===== src/source/aluPkg.sv =====
`default_nettype none

package aluPkg;

	localparam int dataWidth = 8;   // register and operand width
	localparam int opWidth = 4;

	// codes 10 to 15 are invalid and give a zero result
	typedef enum logic [opWidth-1:0] {
		opAdd = 4'd0,
		opSub = 4'd1,
		opNot = 4'd2,
		opAnd = 4'd3,
		opOr  = 4'd4,
		opXor = 4'd5,
		opSrl = 4'd6,
		opSll = 4'd7,
		opSra = 4'd8,
		opSla = 4'd9
	} aluOp;

	typedef struct packed {
		logic neg;
		logic zero;
		logic cout;       // carry out, or no-borrow on sub
		logic overflow;   // signed overflow, add and sub only
	} aluFlags;

endpackage

`default_nettype wire


===== src/source/isaPkg.sv =====
`default_nettype none

package isaPkg;

	import aluPkg::*;

	localparam int regCount = 8;
	localparam int immWidth = 5;

	typedef logic [$clog2(regCount)-1:0] regIdx;

	typedef struct packed {
		logic immForm;   // low in this format
		aluOp op;
		regIdx rd;
		regIdx rs1;
		regIdx rs2;
		logic cin;
		logic spare;
	} regFields;

	typedef struct packed {
		logic immForm;   // high in this format
		aluOp op;
		regIdx rd;
		regIdx rs1;
		logic [immWidth-1:0] imm5;   // sign extended, cin forced to 0
	} immFields;

	// one 16-bit word, read either way depending on immForm
	typedef union packed {
		regFields regFmt;
		immFields immFmt;
	} instrWord;

	typedef struct packed {
		aluOp op;
		regIdx rd;
		logic [dataWidth-1:0] a;
		logic [dataWidth-1:0] b;
		logic cin;
	} execReq;

	typedef struct packed {
		regIdx rd;
		logic [dataWidth-1:0] value;
		aluFlags flags;
	} wbResult;

endpackage

`default_nettype wire


===== src/source/alu.sv =====
`timescale 1ns/100ps
`default_nettype none

module alu import aluPkg::*, isaPkg::*; (
	input logic clk,
	input logic rst,
	input logic decValid,
	input execReq decOut,
	output logic wbValid,
	output wbResult wbOut
);

	logic [dataWidth-1:0] a;
	logic [dataWidth-1:0] b;
	logic [dataWidth:0] sum;    // carry in top bit
	logic [dataWidth:0] diff;   // top bit high means no borrow
	logic [dataWidth-1:0] srlVal;
	logic [dataWidth-1:0] sllVal;
	logic [dataWidth-1:0] sraVal;
	logic [dataWidth-1:0] slaVal;
	logic [dataWidth-1:0] value;
	aluFlags flags;

	assign a = decOut.a;
	assign b = decOut.b;
	assign sum = {1'b0, a} + {1'b0, b} + {{dataWidth{1'b0}}, decOut.cin};
	assign diff = {1'b0, a} + {1'b0, ~b} + 1'b1;   // two's complement subtract

	shiftUnit shifter (
		.a(a),
		.amount(b[2:0]),
		.srl(srlVal),
		.sll(sllVal),
		.sra(sraVal),
		.sla(slaVal)
	);

	always_comb begin
		value = '0;
		flags = '0;
		case (decOut.op)
			opAdd: begin
				value = sum[dataWidth-1:0];
				flags.cout = sum[dataWidth];
				flags.overflow = (a[dataWidth-1] == b[dataWidth-1]) &&
					(value[dataWidth-1] != a[dataWidth-1]);
			end
			opSub: begin
				value = diff[dataWidth-1:0];
				flags.cout = diff[dataWidth];
				flags.overflow = (a[dataWidth-1] != b[dataWidth-1]) &&
					(value[dataWidth-1] != a[dataWidth-1]);
			end
			opNot: value = ~a;
			opAnd: value = a & b;
			opOr:  value = a | b;
			opXor: value = a ^ b;
			opSrl: value = srlVal;
			opSll: value = sllVal;
			opSra: value = sraVal;
			opSla: value = slaVal;
			default: value = '0;   // invalid code
		endcase
		flags.neg = value[dataWidth-1];
		flags.zero = (value == '0);
	end

	always_ff @(posedge clk) begin
		if (rst)
			wbValid <= 1'b0;
		else
			wbValid <= decValid;
	end

	always_ff @(posedge clk) begin
		if (decValid) begin
			wbOut.rd <= decOut.rd;
			wbOut.value <= value;
			wbOut.flags <= flags;
		end
	end

	// no forwarding, so a decode waits until the last writeback has landed
	decSpaced: assert property (@(posedge clk) disable iff (rst)
		decValid |-> !$past(decValid) && !$past(decValid, 2));

endmodule

`default_nettype wire


===== src/source/aluPipeTop.sv =====
`timescale 1ns/100ps
`default_nettype none

module aluPipeTop import aluPkg::*, isaPkg::*; (
	input logic clk,
	input logic rst,
	input logic instrReq,
	input instrWord instr,
	output logic instrAck,
	output logic resultValid,
	output wbResult result
);

	regIdx rdAddrA;
	regIdx rdAddrB;
	logic [dataWidth-1:0] rdDataA;
	logic [dataWidth-1:0] rdDataB;
	logic decValid;
	execReq decOut;

	instrIntake intake (
		.clk(clk),
		.rst(rst),
		.instrReq(instrReq),
		.instr(instr),
		.instrAck(instrAck),
		.rdAddrA(rdAddrA),
		.rdAddrB(rdAddrB),
		.rdDataA(rdDataA),
		.rdDataB(rdDataB),
		.decValid(decValid),
		.decOut(decOut)
	);

	// writeback port fed straight from the result register
	regFile regs (
		.clk(clk),
		.rst(rst),
		.rdAddrA(rdAddrA),
		.rdAddrB(rdAddrB),
		.rdDataA(rdDataA),
		.rdDataB(rdDataB),
		.wrEn(resultValid),
		.wrIdx(result.rd),
		.wrData(result.value)
	);

	alu exec (
		.clk(clk),
		.rst(rst),
		.decValid(decValid),
		.decOut(decOut),
		.wbValid(resultValid),
		.wbOut(result)
	);

endmodule

`default_nettype wire


===== src/source/instrIntake.sv =====
`timescale 1ns/100ps
`default_nettype none

module instrIntake import aluPkg::*, isaPkg::*; (
	input logic clk,
	input logic rst,
	input logic instrReq,
	input instrWord instr,
	output logic instrAck,
	output regIdx rdAddrA,
	output regIdx rdAddrB,
	input logic [dataWidth-1:0] rdDataA,
	input logic [dataWidth-1:0] rdDataB,
	output logic decValid,
	output execReq decOut
);

	typedef enum logic [1:0] {
		sIdle,
		sDecode,
		sAck
	} intakeState;

	intakeState state;
	instrWord held;                  // captured word
	logic [dataWidth-1:0] immExt;
	logic [dataWidth-1:0] operandB;

	// rs1 sits at the same place in both formats
	assign rdAddrA = held.regFmt.rs1;
	assign rdAddrB = held.regFmt.rs2;
	assign immExt = {{(dataWidth-immWidth){held.immFmt.imm5[immWidth-1]}}, held.immFmt.imm5};
	assign operandB = held.immFmt.immForm ? immExt : rdDataB;

	always_ff @(posedge clk) begin
		if (rst) begin
			state <= sIdle;
			instrAck <= 1'b0;
			decValid <= 1'b0;
		end else begin
			decValid <= 1'b0;   // single cycle pulse
			case (state)
				sIdle: begin
					if (instrReq)
						state <= sDecode;
				end
				sDecode: begin
					instrAck <= 1'b1;
					decValid <= 1'b1;
					state <= sAck;
				end
				sAck: begin
					if (!instrReq) begin   // sender released, close the handshake
						instrAck <= 1'b0;
						state <= sIdle;
					end
				end
				default: state <= sIdle;
			endcase
		end
	end

	always_ff @(posedge clk) begin
		if (state == sIdle && instrReq)
			held <= instr;
		if (state == sDecode) begin
			decOut.op <= held.regFmt.op;
			decOut.rd <= held.regFmt.rd;
			decOut.a <= rdDataA;
			decOut.b <= operandB;
			decOut.cin <= held.immFmt.immForm ? 1'b0 : held.regFmt.cin;
		end
	end

	// ack only answers a request that was already up
	ackNeedsReq: assert property (@(posedge clk) disable iff (rst)
		$rose(instrAck) |-> $past(instrReq));

endmodule

`default_nettype wire


===== src/source/regFile.sv =====
`timescale 1ns/100ps
`default_nettype none

module regFile import aluPkg::*, isaPkg::*; (
	input logic clk,
	input logic rst,
	input regIdx rdAddrA,
	input regIdx rdAddrB,
	output logic [dataWidth-1:0] rdDataA,
	output logic [dataWidth-1:0] rdDataB,
	input logic wrEn,
	input regIdx wrIdx,
	input logic [dataWidth-1:0] wrData
);

	logic [dataWidth-1:0] regs [regCount];

	// r0 is never written, so it keeps its reset value of zero
	assign rdDataA = regs[rdAddrA];
	assign rdDataB = regs[rdAddrB];

	always_ff @(posedge clk) begin
		if (rst) begin
			for (int i = 0; i < regCount; i++) begin
				regs[i] <= '0;
			end
		end else if (wrEn && wrIdx != '0) begin   // drop writes to r0
			regs[wrIdx] <= wrData;
		end
	end

endmodule

`default_nettype wire


===== src/source/shiftUnit.sv =====
`timescale 1ns/100ps
`default_nettype none

module shiftUnit import aluPkg::*; (
	input logic [dataWidth-1:0] a,
	input logic [2:0] amount,
	output logic [dataWidth-1:0] srl,
	output logic [dataWidth-1:0] sll,
	output logic [dataWidth-1:0] sra,
	output logic [dataWidth-1:0] sla
);

	assign srl = a >> amount;             // zero fill
	assign sll = a << amount;
	assign sra = $signed(a) >>> amount;   // sign fill

	// same as sll but the sign bit stays put
	assign sla = {a[dataWidth-1], sll[dataWidth-2:0]};

endmodule

`default_nettype wire


===== config.mk =====
export PLATFORM = sky130hd
export DESIGN_NAME = aluPipeTop
export DESIGN_NICKNAME = d
export VERILOG_FILES = /design/src/source/aluPkg.sv /design/src/source/isaPkg.sv /design/src/source/alu.sv /design/src/source/aluPipeTop.sv /design/src/source/instrIntake.sv /design/src/source/regFile.sv /design/src/source/shiftUnit.sv
export SDC_FILE = /design/constraint.sdc
export NUM_CORES = 1
export LEC_CHECK = 0
export BUFFER_PORTS_ARGS = -buffer_cell sky130_fd_sc_hd__buf_2
export CORE_MARGIN = 2
export CORE_UTILIZATION = 40
export CTS_BUF_LIST = sky130_fd_sc_hd__clkbuf_4
export DETAILED_ROUTE_END_ITERATION = 6
export HOLD_SLACK_MARGIN = 0.1
export PLACE_DENSITY_LB_ADDON = 0.3
export SLEW_MARGIN = 25
export SYNTH_ARGS = -nofsm -noshare
export SYNTH_HDL_FRONTEND = slang
export SYNTH_SLANG_ARGS = --single-unit

===== constraint.sdc =====
create_clock -name clk -period 3.5 [get_ports clk]
set_input_delay 0.35 -clock clk [delete_from_list [all_inputs] [get_ports clk]]
set_output_delay 0.35 -clock clk [all_outputs]
set_load 0.02 [all_outputs]

---- Yosys cells after proc, flatten, opt, wreduce, memory -nomap -nowiden ----
Memories as Yosys holds them, arrays and structs flattened. A register that Yosys moved wholly into a read port is not among the register bits.
Index checks and enable logic that the tools add are counted.
storage, ports and cells
  word-level logic and storage cells ...... 75
  memories ................................ 1
  bits in registers ....................... 52
  memory bits (writable) .................. 64
cells by class
  equal/unequal tests ..................... 17
  $add $sub $neg .......................... 4
  muxes and demuxes ....................... 18
  reduce and logical (&&, ||, !) cells .... 12
  shift-type cells ........................ 3
  bitwise gates (word level) .............. 5
memory list
  memory     depth  width  read ports  clocked after memory_dff  write ports  RTL line       source
  regs.regs  8      8      2           2                         8            regFile.sv:16  logic [dataWidth-1:0] regs [regCount];
operators by type and width
  cell                                                  number
  one-hot mux 8 bit (10 select lines)                   1
  adder 8 x 8 -> 9 bit                                  2
  equality test 4 x 3 -> 1 bit (second input constant)  4
  2-to-1 mux 8 bit                                      2
  inverter 8 bit                                        2
  adder 9 x 1 -> 9 bit                                  1
  adder 9 x 1 -> 9 bit (second input constant)          1
  AND 8 bit                                             1
  equality test 4 x 2 -> 1 bit (second input constant)  2
  equality test 4 bit (second input constant)           2
  zero test 8 bit                                       1
  2-to-1 mux 1 bit                                      8
  OR 8 bit                                              1
  OR reduction 8 bit                                    1
  << shifter 8 x 3 -> 8 bit                             1
  >> shifter 8 x 3 -> 8 bit                             1
  >>> shifter 8 x 3 -> 8 bit                            1
  bitwise XOR 8 bit                                     1
  2-to-1 mux 3 bit                                      2
  one-hot mux 2 bit (3 select lines)                    1
  equality test 4 x 1 -> 1 bit (second input constant)  1
  logical AND 1 bit                                     4
  zero test 4 bit                                       1
  2-to-1 mux 2 bit                                      2
  other kinds (11)                                      15

---- Depth between registers and ports, before layout ----
Gate-level depths: netlist of the first run.
  word-level depth ........................ 7
  mapped depth ............................ 11

---- Cells and area by module ----
Synthesis of the first run repeated with hierarchy kept, for this count alone.
second synthesis, totals
  cell total of the unflattened synthesis .. 643
  area, all modules ....................... 7831.3 sq um
modules (own cells, without submodules)
  module       cells an instance  seq. area each (sq um)  area each (sq um)  instances
  regFile      214                1921.8                  3474.6             1
  alu          263                440.4                   2160.8             1
  instrIntake  75                 1281.2                  1514.0             1
  shiftUnit    91                 0.0                     681.9              1

---- Worst setup path after synthesis of the first run ----
Ideal clock, no wire load.
  kind .................................... register to register
  start ................................... reg, netlist name intake.decOut[3]
  end ..................................... reg exec.wbOut[2] (netlist bit) (data pin)
  cell stages (with the launch flop) ...... 11
  slack ................................... 0.508 ns
  arrival ................................. 2.825 ns
  path through ............................ edfxtp_1 > clkbuf_1 > clkinv_1 > ha_1 > nor3_1 > a2111oi_1 > nand2b_1 > a21oi_1 > or3b_2 > nand4bb_1 > a211oi_1
RTL lines
  element    RTL line   source
  to (decl)  alu.sv:10  output wbResult wbOut

==> results of run 1 <==
## cell usage after synthesis, types with 4 or more instances
library cell               count
sky130_fd_sc_hd__edfxtp_1    118
sky130_fd_sc_hd__and2_1       57
sky130_fd_sc_hd__mux4_2       37
sky130_fd_sc_hd__nor2_1       30
sky130_fd_sc_hd__ha_1         26
sky130_fd_sc_hd__inv_1        25
sky130_fd_sc_hd__a21oi_1      19
sky130_fd_sc_hd__clkbuf_1     14
sky130_fd_sc_hd__nor2b_1      14
sky130_fd_sc_hd__o21ai_0      14
sky130_fd_sc_hd__a211oi_1     12
sky130_fd_sc_hd__mux2_2       11
sky130_fd_sc_hd__nand2_1      10
sky130_fd_sc_hd__buf_2         9
sky130_fd_sc_hd__dfxtp_1       8
sky130_fd_sc_hd__mux2i_1       8
sky130_fd_sc_hd__nand2b_1      8
sky130_fd_sc_hd__nand3_1       7
sky130_fd_sc_hd__nor3_1        7
sky130_fd_sc_hd__or2_2         7
sky130_fd_sc_hd__a21o_1        5
sky130_fd_sc_hd__nand3b_1      5
sky130_fd_sc_hd__or3b_2        5
sky130_fd_sc_hd__a221oi_1      4
sky130_fd_sc_hd__a31oi_1       4
sky130_fd_sc_hd__buf_1         4
sky130_fd_sc_hd__buf_4         4
sky130_fd_sc_hd__nand4_1       4
sky130_fd_sc_hd__o21bai_1      4
sky130_fd_sc_hd__or3_1         4
## repair_timing
item / 4_1_cts / 5_1_grt
endpoints found under the setup margin: 0 / 0
buffers inserted: 0 / 0
endpoints found under the hold margin: 19 / 0
hold buffers: 16 / 0
## metal layers
layer	GRT usage	vias to the layer above	wire, um
li1	-	2201	-
met1	0.228	2335	6790
met2	0.307	112	8360
met3	0.0329	18	465
met4	0.0573	0	257
met5	0	-	0
## through the flow
stage,setup WS (ns),cells
after floorplan,0.508,549
after global placement,0.625,797
after detailed placement,0.501,797
after CTS,0.468,845
after global routing,0.287,845
final,0.449,845
## critical path, stage by stage (launching register included)
cell	delay (ns)
sky130_fd_sc_hd__edfxtp_1	0.55
sky130_fd_sc_hd__inv_1	0.11
sky130_fd_sc_hd__ha_1	0.47
sky130_fd_sc_hd__nor3_1	0.11
sky130_fd_sc_hd__a2111oi_1	0.48
sky130_fd_sc_hd__nand2b_1	0.20
sky130_fd_sc_hd__a21oi_1	0.07
sky130_fd_sc_hd__or3b_2	0.48
sky130_fd_sc_hd__nand4bb_1	0.20
sky130_fd_sc_hd__a211oi_1	0.23
## layout make-up
class / count / area (sq um) / share of cell area
Multi-Input combinational cell: 365 / 3250 / 0.398
Clock buffer: 18 / 135 / 0.0165
Inverter: 26 / 97.6 / 0.0119
Tap cell: 225 / 282 / 0.0344
Sequential cell: 126 / 3700 / 0.453
Timing Repair Buffer: 71 / 485 / 0.0594
Clock inverter: 14 / 221 / 0.0271
## sequential cells by signal (all words and copies together), names as in the netlist, named ones only
name,cells
exec.wbOut,14
exec.wbValid,1
intake.decOut,24
intake.decValid,1
intake.held,16
intake.instrAck,1
intake.state,2
regs.regs,64
## power by group through the flow
stage	Clock [W]	Sequential [W]	Combinational, W
floorplan	0	0.00181	0.000368
global placement	0	0.00184	0.000464
detailed placement	0	0.00185	0.000465
CTS	0.00126	0.00181	0.000483
global route	0.00134	0.00183	0.000527
finish	0.00123	0.00181	0.000484
## logic make-up after synthesis
| logic type | after synthesis | synth area share |
|---|---|---|
| and+or+nand+nor | 172 | 0.141 |
| DFF | 126 | 0.516 |
| AOI/OAI and AO/OA | 92 | 0.0926 |
| muxes | 59 | 0.156 |
| buffers and inverters | 58 | 0.0350 |
| adders and majority gates | 29 | 0.0537 |
| xor gates and xnor gates | 5 | 0.00610 |
| other | 1 | 0.000523 |
## worst max path at each step
stage	startpoint	slack, ns	depth (start not counted)	endpoint
finish	intake.decOut[13]	0.45	9	exec.wbOut[2]
global route	intake.decOut[13]	0.29	9	exec.wbOut[2]
CTS	intake.decOut[13]	0.47	9	exec.wbOut[2]
detailed placement	intake.decOut[13]	0.50	9	exec.wbOut[2]
global placement	intake.decOut[12]	0.63	9	exec.wbOut[2]
floorplan	intake.decOut[3]	0.51	10	exec.wbOut[2]
## cell usage in the layout, fill, tap and decap left out, types with 4 or more instances in the layout
cell                            netlist  layout
sky130_fd_sc_hd__edfxtp_1           118     118
sky130_fd_sc_hd__and2_1              57      57
sky130_fd_sc_hd__mux4_2              37      37
sky130_fd_sc_hd__buf_2                9      35
sky130_fd_sc_hd__nor2_1              30      30
sky130_fd_sc_hd__ha_1                26      26
sky130_fd_sc_hd__inv_1               25      24
sky130_fd_sc_hd__buf_4                4      20
sky130_fd_sc_hd__a21oi_1             19      19
sky130_fd_sc_hd__clkbuf_4             0      18
sky130_fd_sc_hd__dlygate4sd3_1        0      16
sky130_fd_sc_hd__nor2b_1             14      14
sky130_fd_sc_hd__o21ai_0             14      14
sky130_fd_sc_hd__a211oi_1            12      12
sky130_fd_sc_hd__mux2_2              11      11
sky130_fd_sc_hd__nand2_1             10      10
sky130_fd_sc_hd__nand2b_1             8       8
sky130_fd_sc_hd__mux2i_1              8       8
sky130_fd_sc_hd__dfxtp_1              8       8
sky130_fd_sc_hd__conb_1               1       8
sky130_fd_sc_hd__nor3_1               7       7
sky130_fd_sc_hd__nand3_1              7       7
sky130_fd_sc_hd__or2_2                7       7
sky130_fd_sc_hd__clkinv_1             1       6
sky130_fd_sc_hd__bufinv_16            0       6
sky130_fd_sc_hd__a21o_1               5       5
sky130_fd_sc_hd__or3b_2               5       5
sky130_fd_sc_hd__nand3b_1             5       5
sky130_fd_sc_hd__o21bai_1             4       4
sky130_fd_sc_hd__nand4_1              4       4
sky130_fd_sc_hd__a31oi_1              4       4
sky130_fd_sc_hd__or3_1                4       4
sky130_fd_sc_hd__a221oi_1             4       4
==> Implementation_results.wiki, run 1 <==
{| class="wikitable"
! Metric !! Value
|-
| Worst Hold Margin || ~0.15 ns
|-
| Detailed-route wire length per cell || ~19 um
|-
| Global-route usage over all layers || 0.178
|-
| FF-to-FF End || exec.wbOut[2]
|-
| Area Overhead vs Synth || 13.9%
|-
| Worst-Skew Late Latency || 0.50 ns
|-
| Synthesis-stage register bit count || 126
|-
| Switching power of the nets || between 0.0008 and 0.0009 W
|-
| Overall die area || 0.0190 sq mm
|-
| Post-synth EDFFs || about 120
|-
| Flop pwr share || 0.513
|-
| Worst-Margin Slew || 0.939 ns
|-
| Total CTS buffers || 17
|-
| Detailed-route via count || 4666
|-
| Average cell area after synthesis || roughly 13 sq um
|-
| Post-Synthesis Cell Area || between 0.007 and 0.008 sq mm
|-
| Total power || 0.00353 W
|-
| Setup repair after global routing missed its margin || no
|-
| Drt drc || 0
|-
| Crit path required time || 3.83 ns
|-
| Crit Path Max Fanout || 10
|-
| Count of clock tree sinks || 126
|-
| Worst hold path depth || 3
|-
| Detailed-route vias per instance || 5.52
|-
| Crit path time final || just over 3 ns
|-
| Net count of the finished layout || approximately 660
|-
| Commonest register cell after synthesis || sky130_fd_sc_hd__edfxtp_1
|-
| Setup crit end kind || flop
|-
| Count of nets left with antenna violations after detail routing || 0
|-
| Leakage dissipation || 3.06 nW
|-
| Area of the placeable core || 0.0174 sq mm
|-
| Instance area after placement || 0.00766 sq mm
|-
| Proportion of layout cells with a drive suffix above 1 || 0.237
|-
| Number of resized instances in the post-cts repair step || 0
|-
| Antenna violations before repair || 0
|-
| Final clock period utilization by the worst path || 0.872
|-
| Worst IR drop on VDD || 0.000306 V
|-
| Number of diodes added for antenna fixing || 0
|-
| Critical Path AT || about 3.4 ns
|-
| Final setup violating endpoints || 0
|-
| Maximum clock insertion buffer count || 2
|-
| Setup TNS || 0 ns
|-
| Sum of routed wire length over all layers || around 16 mm
|-
| Relative contribution of the clock network to total power || 0.349
|-
| Number of global-route vias before repair || 4644
|-
| Synth area leader || sky130_fd_sc_hd__edfxtp_1
|-
| Maxcap violations || 0
|-
| Maximum achievable frequency || roughly 330 MHz
|-
| First-pass iteration count of the detailed router || 5
|-
| Startpoint of the lowest-slack hold path || instrReq
|-
| Final-report hold violation count || 0
|-
| Cell count after synthesis || 542
|-
| CTS Root Cell || sky130_fd_sc_hd__clkbuf_4
|-
| Comb power frac || 0.137
|-
| Path depth of the worst reg2reg path || 9
|-
| Total of buffers placed on input and output ports || 35
|-
| Cell variety after synth || 67
|-
| Vertical die dimension || 138 um
|-
| Clock input transition at the sequential cells of the worst setup and hold paths || 0.11 ns
|-
| Crit Reg-Reg Startpoint || intake.decOut[13]
|-
| Sequential-to-total area share from yosys stat || 0.516
|-
| Startpoint kind of the worst setup timing path || flop
|-
| Register-to-Register Setup Slack || 0.45 ns
|-
| DIE WIDTH || 138 um
|-
| First-pass GRT wire length || ~25 mm
|-
| Pwr per Cell Area || 432 mW/mm^2
|-
| Detailed Place HPWL || 11.8 mm
|-
| Final Cell Area || between 0.008 and 0.009 sq mm
|-
| Run status || complete, no violations
|-
| Worst slew slack as a fraction of its limit || 0.370
|-
| Number of placement rows || 48
|-
| Number of max-slew violations in the final report || 0
|-
| Top-level port count || 36
|-
| Warnings from Yosys || 0
|-
| Maximum number of pins on one net before global-route repair || 26
|-
| Switching portion of total power || 0.242
|-
| Share of the synthesized area in the top cell type || 0.494
|-
| Overflow left after global routing || 0
|-
| Cells taking the most area after synthesis || sky130_fd_sc_hd__edfxtp_1 49%, sky130_fd_sc_hd__mux4_2 12%, sky130_fd_sc_hd__and2_1 5.0%, sky130_fd_sc_hd__ha_1 4.5%, sky130_fd_sc_hd__dfxtp_1 2.2%
|-
| Internal Power || around 0.0027 W
|-
| Layout Utilization || 0.470
|-
| Initial core utilization || 0.412
|-
| Hold-critical path endpoint || intake.state[1]
|-
| Layout fillers || 1588
|-
| RePlAce Congestion || 0.852
|-
| H-tree depth reported by CTS || 4
|-
| Iter 0 DRT Violations || approximately 360
|-
| Clock skew || 0.0107 ns
|-
| Path type of the worst setup path || reg -> reg
|-
| Clock tree from TritonCTS || done
|-
| Path class of the lowest-slack min-delay path || in -> reg
|-
| Async set or reset register ratio after synthesis || 0
|}
No activity file was read; power rests on OpenSTA's default activity.
==> run 2: changes to the inputs <==
==> constraint.sdc (replaced) <==
create_clock -name clk -period 2.7 [get_ports clk]
set_input_delay 0.27 -clock clk [delete_from_list [all_inputs] [get_ports clk]]
set_output_delay 0.27 -clock clk [all_outputs]
set_load 0.02 [all_outputs]
==> run 2 against run 1 <==
Net effect:
- cell area grew 4.7%
- sequential power rose by 28%
- clock skew rose by 0.0080 ns
- critical path type unchanged
- core utilization rose by 2.2 points
- combinational power up 57%
- via count increased by 4.3%
- count of clock-buffer cells in the layout is 3 higher
- the run now ends with design-rule violations, negative setup slack left
- final cell count increased by 5.0%
- global-route usage grew 0.93 points
==> Implementation_results.wiki, run 2 (synthesis results as in run 1) <==
{| class="wikitable"
! Metric !! Value
|-
| Run status || finished with violations
|-
| Violated checks || design-rule violations, negative setup slack
|-
| Number of diodes added for antenna fixing || 0 (unchanged)
|-
| Area of the placeable core || 0.0174 sq mm (unchanged)
|-
| Top-level port count || 36 (unchanged)
|-
| Total of buffers placed on input and output ports || 35 (unchanged)
|-
| Total power || 0.00440 W (+25%)
|-
| Layout fillers || 1572 (-1.0%)
|-
| Final-report hold violation count || 0 (unchanged)
|-
| Worst slew slack as a fraction of its limit || 0.269 (-0.101)
|-
| Global-route usage over all layers || 0.188 (+0.00928)
|-
| Pwr per Cell Area || 515 mW/mm^2 (+19%)
|-
| Startpoint kind of the worst setup timing path || flop
|-
| Detailed-route vias per instance || 5.49 (-0.65%)
|-
| Path class of the lowest-slack min-delay path || reg -> reg
|-
| Maximum achievable frequency || 363 MHz (+11%)
|-
| Area Overhead vs Synth || 19.2%
|-
| Count of nets left with antenna violations after detail routing || 0 (unchanged)
|-
| Clock tree from TritonCTS || done
|-
| Net count of the finished layout || 697 (+6.4%)
|-
| Critical Path AT || 3.11 ns (-0.27 ns)
|-
| Leading registers by flop count || regs.regs (64), intake.decOut (24), intake.held (16)
|-
| Overall die area || 0.0190 sq mm (unchanged)
|-
| Worst-Margin Slew || 1.08 ns (+0.142 ns)
|-
| Detailed Place HPWL || 12.4 mm (+4.6%)
|-
| Clock input transition at the sequential cells of the worst setup and hold paths || 0.11 ns (about the same)
|-
| First-pass GRT wire length || 26.6 mm (+5.2%)
|-
| Initial core utilization || 0.412 (unchanged)
|-
| Drt drc || 3 (+3)
|-
| Leakage dissipation || 3.27 nW (+6.7%)
|-
| Setup repair after global routing missed its margin || yes
|-
| Crit path required time || 3.06 ns (-0.77 ns)
|-
| Setup crit end kind || flop
|-
| Maximum number of pins on one net before global-route repair || 29 (+12%)
|-
| Clock skew || 0.0187 ns (+0.00797 ns)
|-
| Maximum clock insertion buffer count || 2 (unchanged)
|-
| Antenna violations before repair || 0 (unchanged)
|-
| Final Cell Area || 0.00856 sq mm (+4.7%)
|-
| Proportion of layout cells with a drive suffix above 1 || 0.299 (+0.0620)
|-
| Total CTS buffers || 17 (unchanged)
|-
| First-pass iteration count of the detailed router || 7 (+2)
|-
| CTS Root Cell || sky130_fd_sc_hd__clkbuf_4
|-
| Worst slack after detailed placement || -0.0931 ns (-0.594 ns)
|-
| Crit Path Max Fanout || 3 (-7)
|-
| Maxcap violations || 0 (unchanged)
|-
| Number of global-route vias before repair || 5018 (+8.1%)
|-
| DIE WIDTH || 138 um (unchanged)
|-
| Detailed-route wire length per cell || 18.9 um (+0.51%)
|-
| Biggest register || regs.regs
|-
| DR WL met2 || 8.91 mm (+6.6%)
|-
| Final setup violating endpoints || 1 (+1)
|-
| Most common library cell in the layout ignoring fill and taps || sky130_fd_sc_hd__edfxtp_1
|-
| Flip-flop count of the largest register after layout || 64 (unchanged)
|-
| Met3 Wirelength || 585 um (+26%)
|-
| Commonest cells after routing, fill and taps aside || 118 x sky130_fd_sc_hd__edfxtp_1, 57 x sky130_fd_sc_hd__and2_1, 53 x sky130_fd_sc_hd__buf_4
|-
| Vertical die dimension || 138 um (unchanged)
|-
| Overflow left after global routing || 0 (unchanged)
|-
| Met1 routed wirelength after detailed routing || 6.99 mm (+2.9%)
|-
| Iter 0 DRT Violations || 324 (-9.0%)
|-
| Detailed-route via count || 4866 (+4.3%)
|-
| Instance area after placement || 0.00803 sq mm (+4.8%)
|-
| Worst-Skew Late Latency || 0.52 ns (+0.02 ns)
|-
| Final clock period utilization by the worst path || 1.02 (+0.148)
|-
| Worst Slack Setup Final || -0.0541 ns (-0.503 ns)
|-
| Number of max-slew violations in the final report || 0 (unchanged)
|-
| Count of clock tree sinks || 126 (unchanged)
|-
| Number of placement rows || 48 (unchanged)
|-
| RePlAce Congestion || 0.855 (+0.45%)
|-
| Uppermost layer routed || met4
|-
| Setup TNS || -0.0541 ns (-0.0541 ns)
|-
| Crit path time final || 2.75 ns (-0.297 ns)
|-
| Sum of routed wire length over all layers || 16.8 mm (+5.5%)
|-
| H-tree depth reported by CTS || 4 (unchanged)
|-
| Worst IR drop on VDD || 0.000414 V (+35%)
|-
| Path type of the worst setup path || reg -> reg
|}
==> run 2: path summary, 6_finish.rpt <==
kind	startpoint	to	slack, ns	depth (start not counted)
setup reg to reg	intake.decOut[2]	exec.wbOut[2]	-0.05	10
hold reg to reg	intake.held[13]	intake.decOut[22]	0.42	0
setup / recovery	intake.decOut[2]	exec.wbOut[2]	-0.05	10
hold / removal	intake.held[13]	intake.decOut[22]	0.42	0
==> run 2: metrics by stage <==
step                      instances  hold slack, ns   util
after floorplan                 549           0.342      -
after global placement          834           0.403  0.461
after detailed placement        834           0.405  0.461
after CTS                       887           0.407  0.490
after global routing            887           0.390  0.491
final                           887           0.422  0.491
==> run 2: worst max-delay path, stage by stage (launching register included) <==
cell                         delay [ns]
sky130_fd_sc_hd__edfxtp_1          0.43
sky130_fd_sc_hd__clkinvlp_4        0.12
sky130_fd_sc_hd__buf_6             0.13
sky130_fd_sc_hd__fa_1              0.52
sky130_fd_sc_hd__inv_1             0.04
sky130_fd_sc_hd__mux4_2            0.45
sky130_fd_sc_hd__a21oi_2           0.17
sky130_fd_sc_hd__o21ai_2           0.10
sky130_fd_sc_hd__a2111oi_4         0.25
sky130_fd_sc_hd__nand4bb_1         0.17
sky130_fd_sc_hd__a211oi_2          0.21
==> run 2: area by class of cell <==
cell class,count,area (sq um),area share
repair buffers,113,857,0.100
clock inverters,11,126,0.0148
multi-input cells,365,3330,0.389
flip-flops and latches,126,3700,0.433
inverters,26,103,0.0120
well taps,225,282,0.0329
clock buffers,21,158,0.0184
==> run 2: power breakdown <==
part	switching, W	internal, W	leakage, nW	total (W)
combinational	0.000379	0.000381	1.88	0.000760
clock	0.000654	0.000666	0.156	0.00132
sequential	0.0000816	0.00224	1.23	0.00232
==> run 2: per-layer routing <==
layer | vias to the layer above | GRT usage
met1 | 2430 | 0.232
met5 | - | 0
li1 | 2281 | -
met4 | 0 | 0.0590
met2 | 128 | 0.335
met3 | 27 | 0.0336
==> run 2: repair_timing <==
item / 4_1_cts / 5_1_grt
hold buffers: 19 / 0
setup endpoints to repair: 1 / 2
buffers inserted: 2 / 0
pin swaps: 7 / 2
hold endpoints to repair: 23 / 0
resized for setup: 8 / 4
